**src/fp_pkg.sv**
```systemverilog
// Floating-point adder shared definitions
// Single-precision field widths, opcodes and result constants
package fp_pkg;

	// IEEE 754 single-precision fields
	localparam int EXPONENT_WIDTH = 8;
	localparam int SIGNIFICAND_WIDTH = 23;
	localparam int TOTAL_WIDTH = 1 + EXPONENT_WIDTH + SIGNIFICAND_WIDTH;

	// Internal significand
	// Stored fraction plus hidden bit, plus carry and sign headroom
	localparam int WORK_WIDTH = SIGNIFICAND_WIDTH + 3;

	// Alignment shift amount
	localparam int SHIFT_WIDTH = 6;

	// Larger differences shift everything out anyway
	localparam int MAX_ALIGN_SHIFT = (1 << SHIFT_WIDTH) - 1;

	// Operation select
	typedef enum logic
	{
		OP_FADD = 1'b0,
		OP_FSUB = 1'b1
	} fp_op_t;

	// Quiet NaN, every NaN result collapses to this
	localparam logic [TOTAL_WIDTH - 1:0] CANONICAL_NAN = 32'h7fc0_0000;

endpackage

```
**src/fp_adder_stage1.sv**
```systemverilog
// Floating-point adder, stage 1
// Unpacks both operands, computes the alignment shift, swaps so the larger
// exponent is first, converts significands to two's complement and flags inf/NaN
`timescale 1ns/1ps

module fp_adder_stage1
(
	input  logic                                   clk,
	input  logic                                   reset_n,
	input  logic                                   valid,
	input  fp_pkg::fp_op_t                         operation,
	input  logic [fp_pkg::TOTAL_WIDTH - 1:0]       operand1,
	input  logic [fp_pkg::TOTAL_WIDTH - 1:0]       operand2,
	output logic                                   add1_valid,
	output logic [fp_pkg::SHIFT_WIDTH - 1:0]       add1_operand_align_shift,
	output logic [fp_pkg::WORK_WIDTH - 1:0]        add1_significand1,
	output logic [fp_pkg::WORK_WIDTH - 1:0]        add1_significand2,
	output logic [fp_pkg::EXPONENT_WIDTH - 1:0]    add1_exponent1,
	output logic [fp_pkg::EXPONENT_WIDTH - 1:0]    add1_exponent2,
	output logic                                   add1_exponent2_larger,
	output logic                                   add1_result_is_inf,
	output logic                                   add1_result_is_nan,
	output logic                                   add1_inf_sign
);

	logic                                  sign1;
	logic                                  sign2;
	logic [fp_pkg::EXPONENT_WIDTH - 1:0]   exponent1;
	logic [fp_pkg::EXPONENT_WIDTH - 1:0]   exponent2;
	logic [fp_pkg::SIGNIFICAND_WIDTH - 1:0] fraction1;
	logic [fp_pkg::SIGNIFICAND_WIDTH - 1:0] fraction2;
	logic                                  subtract;
	logic                                  effective_sign2;
	logic [fp_pkg::EXPONENT_WIDTH:0]       exponent_difference;
	logic [fp_pkg::EXPONENT_WIDTH:0]       exponent_distance;
	logic                                  exponent2_larger;
	logic [fp_pkg::SHIFT_WIDTH - 1:0]      align_shift_nxt;
	logic [fp_pkg::WORK_WIDTH - 1:0]       unsigned_significand1;
	logic [fp_pkg::WORK_WIDTH - 1:0]       unsigned_significand2;
	logic [fp_pkg::WORK_WIDTH - 1:0]       twos_significand1;
	logic [fp_pkg::WORK_WIDTH - 1:0]       twos_significand2;
	logic                                  is_inf1;
	logic                                  is_inf2;
	logic                                  is_nan1;
	logic                                  is_nan2;
	logic                                  result_is_inf_nxt;
	logic                                  result_is_nan_nxt;
	logic                                  inf_sign_nxt;

	// Field extraction
	assign sign1 = operand1[fp_pkg::TOTAL_WIDTH - 1];
	assign sign2 = operand2[fp_pkg::TOTAL_WIDTH - 1];
	assign exponent1 = operand1[fp_pkg::TOTAL_WIDTH - 2:fp_pkg::SIGNIFICAND_WIDTH];
	assign exponent2 = operand2[fp_pkg::TOTAL_WIDTH - 2:fp_pkg::SIGNIFICAND_WIDTH];
	assign fraction1 = operand1[fp_pkg::SIGNIFICAND_WIDTH - 1:0];
	assign fraction2 = operand2[fp_pkg::SIGNIFICAND_WIDTH - 1:0];

	// Subtraction flips the sign of the second operand
	assign subtract = operation == fp_pkg::OP_FSUB;
	assign effective_sign2 = sign2 ^ subtract;

	// Exponent difference, top bit is the borrow
	assign exponent_difference = {1'b0, exponent1} - {1'b0, exponent2};
	assign exponent2_larger = exponent_difference[fp_pkg::EXPONENT_WIDTH];
	assign exponent_distance = exponent2_larger ? -exponent_difference : exponent_difference;

	// Saturate, anything past the work width shifts out completely
	assign align_shift_nxt = (exponent_distance > fp_pkg::MAX_ALIGN_SHIFT)
		? fp_pkg::SHIFT_WIDTH'(fp_pkg::MAX_ALIGN_SHIFT)
		: exponent_distance[fp_pkg::SHIFT_WIDTH - 1:0];

	// Hidden bit only for normal numbers
	assign unsigned_significand1 = {2'b00, exponent1 != '0, fraction1};
	assign unsigned_significand2 = {2'b00, exponent2 != '0, fraction2};

	// Two's complement conversion
	assign twos_significand1 = sign1 ? -unsigned_significand1 : unsigned_significand1;
	assign twos_significand2 = effective_sign2 ? -unsigned_significand2 : unsigned_significand2;

	// All-ones exponent, zero fraction is inf, otherwise NaN
	assign is_inf1 = (exponent1 == '1) && (fraction1 == '0);
	assign is_inf2 = (exponent2 == '1) && (fraction2 == '0);
	assign is_nan1 = (exponent1 == '1) && (fraction1 != '0);
	assign is_nan2 = (exponent2 == '1) && (fraction2 != '0);

	always_comb
	begin
		result_is_inf_nxt = 1'b0;
		result_is_nan_nxt = 1'b0;
		inf_sign_nxt = 1'b0;
		if (is_inf1 && is_inf2 && (sign1 != effective_sign2))
			// Opposing infinities
			result_is_nan_nxt = 1'b1;
		else if (is_inf1 || is_inf2)
		begin
			result_is_inf_nxt = 1'b1;
			// Operand 1 wins when both are infinite
			inf_sign_nxt = is_inf1 ? sign1 : effective_sign2;
		end
		else if (is_nan1 || is_nan2)
			result_is_nan_nxt = 1'b1;
	end

	// Valid travels every cycle
	always_ff @(posedge clk or negedge reset_n)
	begin
		if (!reset_n)
			add1_valid <= 1'b0;
		else
			add1_valid <= valid;
	end

	// Operand registers load only on an accepted input
	always_ff @(posedge clk or negedge reset_n)
	begin
		if (!reset_n)
		begin
			add1_operand_align_shift <= '0;
			add1_significand1 <= '0;
			add1_significand2 <= '0;
			add1_exponent1 <= '0;
			add1_exponent2 <= '0;
			add1_exponent2_larger <= 1'b0;
			add1_result_is_inf <= 1'b0;
			add1_result_is_nan <= 1'b0;
			add1_inf_sign <= 1'b0;
		end
		else if (valid)
		begin
			add1_operand_align_shift <= align_shift_nxt;
			// Larger exponent goes to slot 1
			add1_significand1 <= exponent2_larger ? twos_significand2 : twos_significand1;
			add1_significand2 <= exponent2_larger ? twos_significand1 : twos_significand2;
			add1_exponent1 <= exponent1;
			add1_exponent2 <= exponent2;
			add1_exponent2_larger <= exponent2_larger;
			add1_result_is_inf <= result_is_inf_nxt;
			add1_result_is_nan <= result_is_nan_nxt;
			add1_inf_sign <= inf_sign_nxt;
		end
	end

endmodule

```
**src/fp_adder_stage2.sv**
```systemverilog
// Floating-point adder, stage 2
// Aligns the smaller significand with an arithmetic right shift and adds
`timescale 1ns/1ps

module fp_adder_stage2
(
	input  logic                                   clk,
	input  logic                                   reset_n,
	input  logic                                   add1_valid,
	input  logic [fp_pkg::SHIFT_WIDTH - 1:0]       add1_operand_align_shift,
	input  logic [fp_pkg::WORK_WIDTH - 1:0]        add1_significand1,
	input  logic [fp_pkg::WORK_WIDTH - 1:0]        add1_significand2,
	input  logic [fp_pkg::EXPONENT_WIDTH - 1:0]    add1_exponent1,
	input  logic [fp_pkg::EXPONENT_WIDTH - 1:0]    add1_exponent2,
	input  logic                                   add1_exponent2_larger,
	input  logic                                   add1_result_is_inf,
	input  logic                                   add1_result_is_nan,
	input  logic                                   add1_inf_sign,
	output logic                                   add2_valid,
	output logic [fp_pkg::WORK_WIDTH - 1:0]        add2_sum,
	output logic [fp_pkg::EXPONENT_WIDTH - 1:0]    add2_exponent,
	output logic                                   add2_result_is_inf,
	output logic                                   add2_result_is_nan,
	output logic                                   add2_inf_sign
);

	logic signed [fp_pkg::WORK_WIDTH - 1:0] aligned_significand2;
	logic [fp_pkg::WORK_WIDTH - 1:0]        sum_nxt;

	// Sign fill, bits shifted past the LSB are lost
	assign aligned_significand2 = $signed(add1_significand2) >>> add1_operand_align_shift;

	// Headroom bits absorb carry-out and sign
	assign sum_nxt = add1_significand1 + aligned_significand2;

	always_ff @(posedge clk or negedge reset_n)
	begin
		if (!reset_n)
			add2_valid <= 1'b0;
		else
			add2_valid <= add1_valid;
	end

	always_ff @(posedge clk or negedge reset_n)
	begin
		if (!reset_n)
		begin
			add2_sum <= '0;
			add2_exponent <= '0;
			add2_result_is_inf <= 1'b0;
			add2_result_is_nan <= 1'b0;
			add2_inf_sign <= 1'b0;
		end
		else if (add1_valid)
		begin
			add2_sum <= sum_nxt;
			// Result scale is that of the larger operand
			add2_exponent <= add1_exponent2_larger ? add1_exponent2 : add1_exponent1;
			add2_result_is_inf <= add1_result_is_inf;
			add2_result_is_nan <= add1_result_is_nan;
			add2_inf_sign <= add1_inf_sign;
		end
	end

endmodule

```
**src/fp_adder_stage3.sv**
```systemverilog
// Floating-point adder, stage 3
// Normalizes the sum with truncation, applies special cases and packs the result
`timescale 1ns/1ps

module fp_adder_stage3
(
	input  logic                                   clk,
	input  logic                                   reset_n,
	input  logic                                   add2_valid,
	input  logic [fp_pkg::WORK_WIDTH - 1:0]        add2_sum,
	input  logic [fp_pkg::EXPONENT_WIDTH - 1:0]    add2_exponent,
	input  logic                                   add2_result_is_inf,
	input  logic                                   add2_result_is_nan,
	input  logic                                   add2_inf_sign,
	output logic                                   result_valid,
	output logic [fp_pkg::TOTAL_WIDTH - 1:0]       result
);

	logic                                       sum_sign;
	logic [fp_pkg::WORK_WIDTH - 1:0]            magnitude;
	logic [$clog2(fp_pkg::WORK_WIDTH) - 1:0]    leading_one;
	logic [fp_pkg::WORK_WIDTH - 1:0]            normalized;
	logic signed [fp_pkg::EXPONENT_WIDTH + 1:0] exponent_adjusted;
	logic [fp_pkg::TOTAL_WIDTH - 1:0]           result_nxt;

	// Sign and magnitude of the two's complement sum
	assign sum_sign = add2_sum[fp_pkg::WORK_WIDTH - 1];
	assign magnitude = sum_sign ? -add2_sum : add2_sum;

	// Leading one search, highest set bit wins
	always_comb
	begin
		leading_one = '0;
		for (int i = 0; i < fp_pkg::WORK_WIDTH - 1; i++)
		begin
			if (magnitude[i])
				leading_one = ($clog2(fp_pkg::WORK_WIDTH))'(i);
		end
	end

	// Move the leading one to the hidden bit position
	assign normalized = (leading_one > fp_pkg::SIGNIFICAND_WIDTH)
		? magnitude >> (leading_one - fp_pkg::SIGNIFICAND_WIDTH)
		: magnitude << (fp_pkg::SIGNIFICAND_WIDTH - leading_one);

	// Wide signed exponent so overflow and underflow stay visible
	assign exponent_adjusted = (fp_pkg::EXPONENT_WIDTH + 2)'(add2_exponent)
		+ (fp_pkg::EXPONENT_WIDTH + 2)'(leading_one)
		- (fp_pkg::EXPONENT_WIDTH + 2)'(fp_pkg::SIGNIFICAND_WIDTH);

	// Special cases by priority
	always_comb
	begin
		if (add2_result_is_nan)
			result_nxt = fp_pkg::CANONICAL_NAN;
		else if (add2_result_is_inf)
			result_nxt = {add2_inf_sign, {fp_pkg::EXPONENT_WIDTH{1'b1}},
				{fp_pkg::SIGNIFICAND_WIDTH{1'b0}}};
		else if (magnitude == '0)
			// Exact cancellation is positive zero
			result_nxt = '0;
		else if (exponent_adjusted >= $signed({2'b00, {fp_pkg::EXPONENT_WIDTH{1'b1}}}))
			// Overflow saturates
			result_nxt = {sum_sign, {fp_pkg::EXPONENT_WIDTH{1'b1}},
				{fp_pkg::SIGNIFICAND_WIDTH{1'b0}}};
		else if (exponent_adjusted <= 0)
			// No subnormal outputs, flush
			result_nxt = {sum_sign, {(fp_pkg::TOTAL_WIDTH - 1){1'b0}}};
		else
			result_nxt = {sum_sign, exponent_adjusted[fp_pkg::EXPONENT_WIDTH - 1:0],
				normalized[fp_pkg::SIGNIFICAND_WIDTH - 1:0]};
	end

	always_ff @(posedge clk or negedge reset_n)
	begin
		if (!reset_n)
			result_valid <= 1'b0;
		else
			result_valid <= add2_valid;
	end

	// Result holds between valid cycles
	always_ff @(posedge clk or negedge reset_n)
	begin
		if (!reset_n)
			result <= '0;
		else if (add2_valid)
			result <= result_nxt;
	end

endmodule

```
**src/fp_adder.sv**
```systemverilog
// Single-precision floating-point adder/subtractor
// Three-stage pipeline, one operation per cycle, fixed latency of 3
`timescale 1ns/1ps

module fp_adder
(
	input  logic                                   clk,
	input  logic                                   reset_n,
	input  logic                                   valid,
	input  fp_pkg::fp_op_t                         operation,
	input  logic [fp_pkg::TOTAL_WIDTH - 1:0]       operand1,
	input  logic [fp_pkg::TOTAL_WIDTH - 1:0]       operand2,
	output logic                                   result_valid,
	output logic [fp_pkg::TOTAL_WIDTH - 1:0]       result
);

	// Stage 1 to stage 2
	logic                                add1_valid;
	logic [fp_pkg::SHIFT_WIDTH - 1:0]    add1_operand_align_shift;
	logic [fp_pkg::WORK_WIDTH - 1:0]     add1_significand1;
	logic [fp_pkg::WORK_WIDTH - 1:0]     add1_significand2;
	logic [fp_pkg::EXPONENT_WIDTH - 1:0] add1_exponent1;
	logic [fp_pkg::EXPONENT_WIDTH - 1:0] add1_exponent2;
	logic                                add1_exponent2_larger;
	logic                                add1_result_is_inf;
	logic                                add1_result_is_nan;
	logic                                add1_inf_sign;

	// Stage 2 to stage 3
	logic                                add2_valid;
	logic [fp_pkg::WORK_WIDTH - 1:0]     add2_sum;
	logic [fp_pkg::EXPONENT_WIDTH - 1:0] add2_exponent;
	logic                                add2_result_is_inf;
	logic                                add2_result_is_nan;
	logic                                add2_inf_sign;

	fp_adder_stage1 u_stage1
	(
		.clk                      (clk),
		.reset_n                  (reset_n),
		.valid                    (valid),
		.operation                (operation),
		.operand1                 (operand1),
		.operand2                 (operand2),
		.add1_valid               (add1_valid),
		.add1_operand_align_shift (add1_operand_align_shift),
		.add1_significand1        (add1_significand1),
		.add1_significand2        (add1_significand2),
		.add1_exponent1           (add1_exponent1),
		.add1_exponent2           (add1_exponent2),
		.add1_exponent2_larger    (add1_exponent2_larger),
		.add1_result_is_inf       (add1_result_is_inf),
		.add1_result_is_nan       (add1_result_is_nan),
		.add1_inf_sign            (add1_inf_sign)
	);

	fp_adder_stage2 u_stage2
	(
		.clk                      (clk),
		.reset_n                  (reset_n),
		.add1_valid               (add1_valid),
		.add1_operand_align_shift (add1_operand_align_shift),
		.add1_significand1        (add1_significand1),
		.add1_significand2        (add1_significand2),
		.add1_exponent1           (add1_exponent1),
		.add1_exponent2           (add1_exponent2),
		.add1_exponent2_larger    (add1_exponent2_larger),
		.add1_result_is_inf       (add1_result_is_inf),
		.add1_result_is_nan       (add1_result_is_nan),
		.add1_inf_sign            (add1_inf_sign),
		.add2_valid               (add2_valid),
		.add2_sum                 (add2_sum),
		.add2_exponent            (add2_exponent),
		.add2_result_is_inf       (add2_result_is_inf),
		.add2_result_is_nan       (add2_result_is_nan),
		.add2_inf_sign            (add2_inf_sign)
	);

	fp_adder_stage3 u_stage3
	(
		.clk                (clk),
		.reset_n            (reset_n),
		.add2_valid         (add2_valid),
		.add2_sum           (add2_sum),
		.add2_exponent      (add2_exponent),
		.add2_result_is_inf (add2_result_is_inf),
		.add2_result_is_nan (add2_result_is_nan),
		.add2_inf_sign      (add2_inf_sign),
		.result_valid       (result_valid),
		.result             (result)
	);

endmodule

```
**config.mk**
```make
export PLATFORM = sky130hd
export DESIGN_NAME = fp_adder
export DESIGN_NICKNAME = d
export VERILOG_FILES = /design/src/fp_pkg.sv /design/src/fp_adder_stage1.sv /design/src/fp_adder_stage2.sv /design/src/fp_adder_stage3.sv /design/src/fp_adder.sv
export SDC_FILE = /design/constraint.sdc
export NUM_CORES = 1
export LEC_CHECK = 0
export ABC_AREA = 0
export BUFFER_PORTS_ARGS = -buffer_cell sky130_fd_sc_hd__buf_2
export CAP_MARGIN = 20
export CORE_UTILIZATION = 45
export CTS_CLUSTER_SIZE = 25
export DETAILED_ROUTE_END_ITERATION = 10
export HOLD_SLACK_MARGIN = 0.06
export PLACE_DENSITY_LB_ADDON = 0.25
export REMOVE_ABC_BUFFERS = 1
export SLEW_MARGIN = 20
export SYNTH_ARGS = -nofsm -noshare
export SYNTH_HDL_FRONTEND = slang
export SYNTH_SLANG_ARGS = --single-unit
export TNS_END_PERCENT = 30
```
**constraint.sdc**
```tcl
create_clock -name clk -period 10.2 [get_ports clk]
set_input_delay 1.02 -clock clk [delete_from_list [all_inputs] [get_ports clk]]
set_output_delay 1.02 -clock clk [all_outputs]
set_load 0.1 [all_outputs]
```
==> flow_metrics.env, run 1 <==
export IMPL_status="complete, no violations"
export IMPL_finalHoldViolCount=0
export IMPL_core_area_um2=32620
export IMPL_synth_simple_area_share=0.1671
export IMPL_synth_cell_types=93
export IMPL_antenna_found_initial=0
export IMPL_tightest_slew_ns=1.084
export IMPL_setup_viol=0
export IMPL_syn_area_per_cell_um2=8.429
export IMPL_reg2reg_from="u_stage2.add2_sum[0]"
export IMPL_regArea_um2=3755
export IMPL_synth_compound_area_share=0.2405
export IMPL_wl_um=45220
export IMPL_synth_top_family_by_area="compound AO/OA/AOI/OAI gates"
export IMPL_clock_fmax_ghz=0.1222
export IMPL_drive_gt1_frac=0.1766
export IMPL_grt_max_degree=94
export IMPL_criticalPathCategory="reg2reg"
export IMPL_synth_most_common_cell="nand2_1"
export IMPL_hold_depth=1
export IMPL_r2r_end="u_stage3.result[3]"
export IMPL_drv_cap=0
export IMPL_max_slew_margin=0.2773
export IMPL_synth_seq_area_share=0.2512
export IMPL_syn_inst=1773
export IMPL_rsz0062_at_grt="false"
export IMPL_io_pins=101
export IMPL_grt_overflow=0
export IMPL_slew_violations=0
export IMPL_post_cts_resized=0
export IMPL_vias_per_cell=6.154
export IMPL_drtIter0Drc=1360
export IMPL_dieArea_um2=33940
export IMPL_fp_dieW_um=184.2
export IMPL_rows=66
export IMPL_met1_usage=0.3634
export IMPL_synth_top_area_share=0.2512
export IMPL_drtAntennaViolNets=0
export IMPL_ys_top_cells_by_count="nand2_1 (155), dfrtp_1 (150), nor2_1 (136), a21oi_1 (123), o21ai_0 (112)"
export IMPL_grt_use_met3=0.02865
export IMPL_clk_insertion_delay_late_ns=0.44
export IMPL_syn_to_final_growth_pct=9.109
export IMPL_clk_pin_slew_ns=0.07
export IMPL_clockRootBuffer="clkbuf_16"
export IMPL_numCtsBuffers=17
export IMPL_grt_pass1_vias=13150
export IMPL_holdWs_ns=0.4732
export IMPL_fillers=3152
export IMPL_hp_class="reg2reg"
export IMPL_multi_input_area_um2=10430
export IMPL_nNetsFinal=1918
export IMPL_startpoint="u_stage2.add2_sum[0]"
export IMPL_synthMuxAreaShare=0.1674
export IMPL_yosysTopAreaCell="dfrtp_1"
export IMPL_dpl_hpwl_um=34420
export IMPL_netlist_area_um2=14940
export IMPL_gp_congestion=0.9833
export IMPL_min_period_ns=8.184
export IMPL_synth_edf_count=0
export IMPL_synth_ff_type="dfrtp_1"
export IMPL_finalClockSkew_ns=0.01511
export IMPL_vias=13840
export IMPL_worst_setup_path_start_kind="flop"
export IMPL_post_route_period_util=0.8023
export IMPL_drt_pass1_iter_count=6
export IMPL_io_buffers=100
export IMPL_crit_path_end="u_stage3.result[3]"
export IMPL_async_flop_share=1.000
export IMPL_top_usage_layer="met2"
export IMPL_post_cts_setup_buffer_count=0
export IMPL_postLayoutSetupSlackWorst_ns=2.016
export IMPL_antenna_cells=0
export IMPL_cp_end_kind="flop"
export IMPL_grt_pass1_wl_um=72490
export IMPL_post_route_drc_count=0
export IMPL_die_h_um=184.2
export IMPL_wl_per_cell_um=20.11
export IMPL_cts_max_path_buffers=2
export IMPL_holdBufCountCts=0
export IMPL_critPathArrivalTime_ns=8.47
export IMPL_finalSetupTns_ns=0
export IMPL_r2r_setup_slack_ns=2.02
export IMPL_use_met2=0.4583
export IMPL_synthXorXnorAreaFrac=0.07209
export IMPL_synth_area_leaders="dfrtp_1 (25%), mux2_2 (7.4%), mux2i_1 (5.9%)"
export IMPL_clock_sinks=150
export IMPL_cts_max_level=4
export IMPL_track_usage=0.2716
export IMPL_floorplan_initialDensity=0.4582
export IMPL_reg2reg_depth=25
export IMPL_post_place_ws_ns=2.292
export IMPL_required_ns=10.49
export IMPL_ys_warn_count=0
export IMPL_ys_ff_latch=150
export IMPL_crit_path_max_fanout=26
export IMPL_tritoncts="yes"
export IMPL_synthAdderAreaFrac=0.04923
## per-layer routing
metal / wire length [um] / part of all wire
met1: 20390 / 0.45
met2: 21660 / 0.48
met3: 2006 / 0.044
met4: 1154 / 0.026
met5: 0 / 0
## cell usage in the layout (no fill, tap or decap), types with 54 or more instances in the layout
master,instances
nand2_1,155
dfrtp_1,149
nor2_1,136
a21oi_1,122
o21ai_0,112
mux2_2,98
buf_2,98
mux2i_1,88
inv_1,66
xnor2_1,66
xor2_1,57
ha_1,54
## final cells by class
class,count,share of cell area
Clock buffer,19,0.02716
Clock inverter,13,0.01028
Inverter,71,0.01634
Multi-Input combinational cell,1430,0.6394
Sequential cell,150,0.2303
Tap cell,442,0.03392
Timing Repair Buffer,123,0.04259
## cell families after synthesis
| kind of cell | Yosys count |
|---|---|
| compound gates | 524 |
| xor+xnor | 123 |
| fa+ha+maj | 57 |
| buf+inv | 193 |
| flops | 150 |
| mux | 209 |
| simple gates | 517 |
## worst max-delay path: stages, from the launching register on
cell      delay [ns]
dfrtp_1         0.46
inv_1           0.17
ha_1            0.33
or3b_1          0.54
o41ai_1         0.63
xor2_1          0.40
nand3_1         0.18
a311oi_1        0.48
nor2_1          0.13
o21ai_2         0.13
buf_4           0.30
inv_1           0.35
ha_1            0.43
fa_1            0.46
a21o_1          0.17
a21oi_1         0.20
o21ai_0         0.16
a21oi_1         0.38
o211ai_1        0.16
a221oi_1        0.64
and4bb_1        0.36
nand2_1         0.28
nor2_1          0.17
a32o_1          0.29
a21oi_1         0.11
o41ai_1         0.08
## worst min-delay path by stage
stage,startpoint,end
after global routing,u_stage3.result[25],u_stage3.result[25]
final,u_stage3.result[24],u_stage3.result[24]
after CTS,u_stage3.result[24],u_stage3.result[24]
after global placement,u_stage3.result[25],u_stage3.result[25]
after floorplan,u_stage1.add1_significand1[21],u_stage1.add1_significand1[21]
after detailed placement,u_stage3.result[24],u_stage3.result[24]
## per-stage QoR
stage,instances,util,instance area [um2]
3_3_place_gp,2215,0.4803,15670
6_report,2248,0.4999,16310
5_1_grt,2248,0.4999,16310
3_5_place_dp,2215,0.4803,15670
4_1_cts,2247,0.4990,16280
2_1_floorplan,1651,-,14430
## registers in the layout (all words and copies together), names as in the netlist
signal                             count
u_stage1.add1_exponent1                8
u_stage2.add2_result_is_inf            1
u_stage1.add1_significand2            26
u_stage1.add1_result_is_inf            1
u_stage1.add1_result_is_nan            1
u_stage2.add2_exponent                 8
u_stage1.add1_significand1            26
u_stage1.add1_exponent2_larger         1
u_stage1.add1_inf_sign                 1
u_stage2.add2_valid                    1
u_stage2.add2_sum                     26
u_stage3.result_valid                  1
u_stage1.add1_valid                    1
u_stage2.add2_inf_sign                 1
u_stage1.add1_operand_align_shift      6
u_stage1.add1_exponent2                8
u_stage3.result                       32
u_stage2.add2_result_is_nan            1
Power of run 1 is not shown: default switching activity piles up to over one toggle a cycle in this logic, so the estimate is an artifact.
==> run 2: changes to the inputs <==
- clock period: 10.2 -> 7 ns (I/O delays scaled with it)
==> run 2 against run 1 <==
Cell count rose by 1.3%; register-to-register slack lost 1.6 ns; die area unchanged; count of clock-buffer cells in the layout rose by 1; sequential cell count did not move; sequential share of layout area fell by 0.29 points; critical endpoint is now u_stage3.result[10]; clock skew is essentially flat; global-route usage increased by 0.088 points; highest routed layer unchanged.
==> flow_metrics.env, run 2 (synthesis gave the netlist of run 1 again) <==
export IMPL_status="complete, no violations"
export IMPL_final_common_cell="nand2_1"
export IMPL_max_stage_delay_ns=0.57
export IMPL_crit_path_max_fanout=10
export IMPL_final_util=0.5062
export IMPL_syn_to_final_growth_pct=10.49
export IMPL_wl_um=45280
export IMPL_cp_end_kind="flop"
export IMPL_largest_reg_flops=32
export IMPL_slew_violations=0
export IMPL_finalClockSkew_ns=0.01510
export IMPL_gp_congestion=0.9816
export IMPL_die_h_um=184.2
export IMPL_drt_pass1_iter_count=5
export IMPL_holdBufCountCts=0
export IMPL_crit_path_top_delay_cell="or4_1"
export IMPL_regArea_um2=3755
export IMPL_track_usage=0.2724
export IMPL_cp_depth=24
export IMPL_finalHoldViolCount=0
export IMPL_drtIter0Drc=1294
export IMPL_cts_max_path_buffers=2
export IMPL_grt_pass1_vias=13140
export IMPL_critPathBufInv=3
export IMPL_tightest_slew_ns=1.049
export IMPL_min_period_ns=6.589
export IMPL_nNetsFinal=1948
export IMPL_grt_overflow=0
export IMPL_clk_pin_slew_ns=0.07
export IMPL_clk_insertion_delay_late_ns=0.45
export IMPL_clockRootBuffer="clkbuf_16"
export IMPL_clock_fmax_ghz=0.1518
export IMPL_antenna_cells=0
export IMPL_mostFrequentLayoutCells="nand2_1 (155), dfrtp_1 (149), nor2_1 (136)"
export IMPL_numCtsBuffers=17
export IMPL_floorplan_initialDensity=0.4582
export IMPL_reg2reg_depth=24
export IMPL_post_route_period_util=0.9413
export IMPL_core_area_um2=32620
export IMPL_top_register="u_stage3.result"
export IMPL_drtAntennaViolNets=0
export IMPL_vias_per_cell=6.137
export IMPL_rows=66
export IMPL_antenna_found_initial=0
export IMPL_dpl_hpwl_um=34960
export IMPL_crit_chain="inv_1, ha_1, or3b_1, or4_1, mux2_2, a32o_1, a311oi_2, nor2_1, o21ai_2, inv_1, ha_1, ha_1, a21o_1, a21oi_1, o21ai_0, o41ai_2, xnor2_1, a221oi_1, and4bb_1, nand4_1, nor2_1, buf_4, a22o_1, a211o_1"
export IMPL_clock_sinks=150
export IMPL_hp_class="in2async"
export IMPL_drv_cap=0
export IMPL_multi_input_area_um2=10430
export IMPL_grt_pass1_wl_um=72860
export IMPL_vias=13980
export IMPL_drive_gt1_frac=0.1912
export IMPL_grt_max_degree=94
export IMPL_io_pins=101
export IMPL_critPathArrivalTime_ns=6.92
export IMPL_cp_top_family="compound AO/OA/AOI/OAI gates"
export IMPL_criticalPathCategory="reg2reg"
export IMPL_post_route_drc_count=0
export IMPL_fillers=3175
export IMPL_fp_dieW_um=184.2
export IMPL_setup_viol=0
export IMPL_io_buffers=100
export IMPL_wl_per_cell_um=19.88
export IMPL_required_ns=7.33
export IMPL_tritoncts="yes"
export IMPL_dieArea_um2=33940
export IMPL_cp_common_cell="ha_1"
export IMPL_worst_setup_path_start_kind="flop"
export IMPL_max_slew_margin=0.3005
export IMPL_cts_max_level=4
## run 2: cell count changes in the layout (fill, tap and decap cells not counted), sizes merged
cell	delta
clkinv	+3
bufinv	-1
clkbuf	+1
inv	-2
clkinvlp	-1
buf	+30
## run 2: worst paths after layout
check / from / end / slack [ns]
worst max-delay path: u_stage2.add2_sum[0] / u_stage3.result[10] / 0.41
min in group clk: u_stage3.result[24] / u_stage3.result[24] / 0.48
worst min-delay path: reset_n / u_stage3.result[5] / 0.17
worst min register to register: u_stage3.result[24] / u_stage3.result[24] / 0.48
worst max register to register: u_stage2.add2_sum[0] / u_stage3.result[10] / 0.41
max in group asynchronous: reset_n / u_stage1.add1_significand2[4] / 5.71
## run 2: per-layer routing
layer / routed length, um / global-route usage / up-vias
li1: - / - / 6712
met4: 1112 / 0.09467 / 0
met5: 0 / 0 / -
met1: 20480 / 0.3666 / 6750
met2: 21680 / 0.4533 / 451
met3: 2002 / 0.02865 / 66
## run 2: repair_timing
item                                    CTS  global route
buffers inserted                          0             0
gates resized for setup                   0             2
endpoints found under the setup margin    0            13
## run 2: cell type report
type | count | share of cell area
multi-input combinational | 1430 | 0.6317
sequential | 150 | 0.2274
timing repair buffer | 153 | 0.05494
tap | 442 | 0.03349
clock buffer | 20 | 0.02766
inverter | 71 | 0.01614
clock inverter | 12 | 0.008638
## run 2: worst reg2reg max path, cell delays in order (launching register included)
cell and delay (ns):
dfrtp_1 0.44, inv_1 0.16, ha_1 0.19, or3b_1 0.50, or4_1 0.57, mux2_2 0.29
a32o_1 0.30, a311oi_2 0.33, nor2_1 0.12, o21ai_2 0.20, inv_1 0.09, ha_1 0.33
ha_1 0.30, a21o_1 0.15, a21oi_1 0.27, o21ai_0 0.21, o41ai_2 0.37, xnor2_1 0.12
a221oi_1 0.32, and4bb_1 0.34, nand4_1 0.19, nor2_1 0.07, buf_4 0.18, a22o_1 0.21
a211o_1 0.23
## run 2: per-stage QoR
stage          TNS [ns]  instance area (um2)  hold WS, ns  std cells  setup slack, ns
2_1_floorplan    -2.492                14430       0.4044       1651          -0.3604
3_3_place_gp          0                15900       0.4606       2246           0.4640
3_5_place_dp          0                15900       0.4639       2246           0.3653
4_1_cts               0                16500       0.2115       2278           0.3064
5_1_grt        -0.03671                16510       0.2115       2278         -0.03671
6_report              0                16510       0.1711       2278           0.4111
Power of run 2 is left out for the same reason.
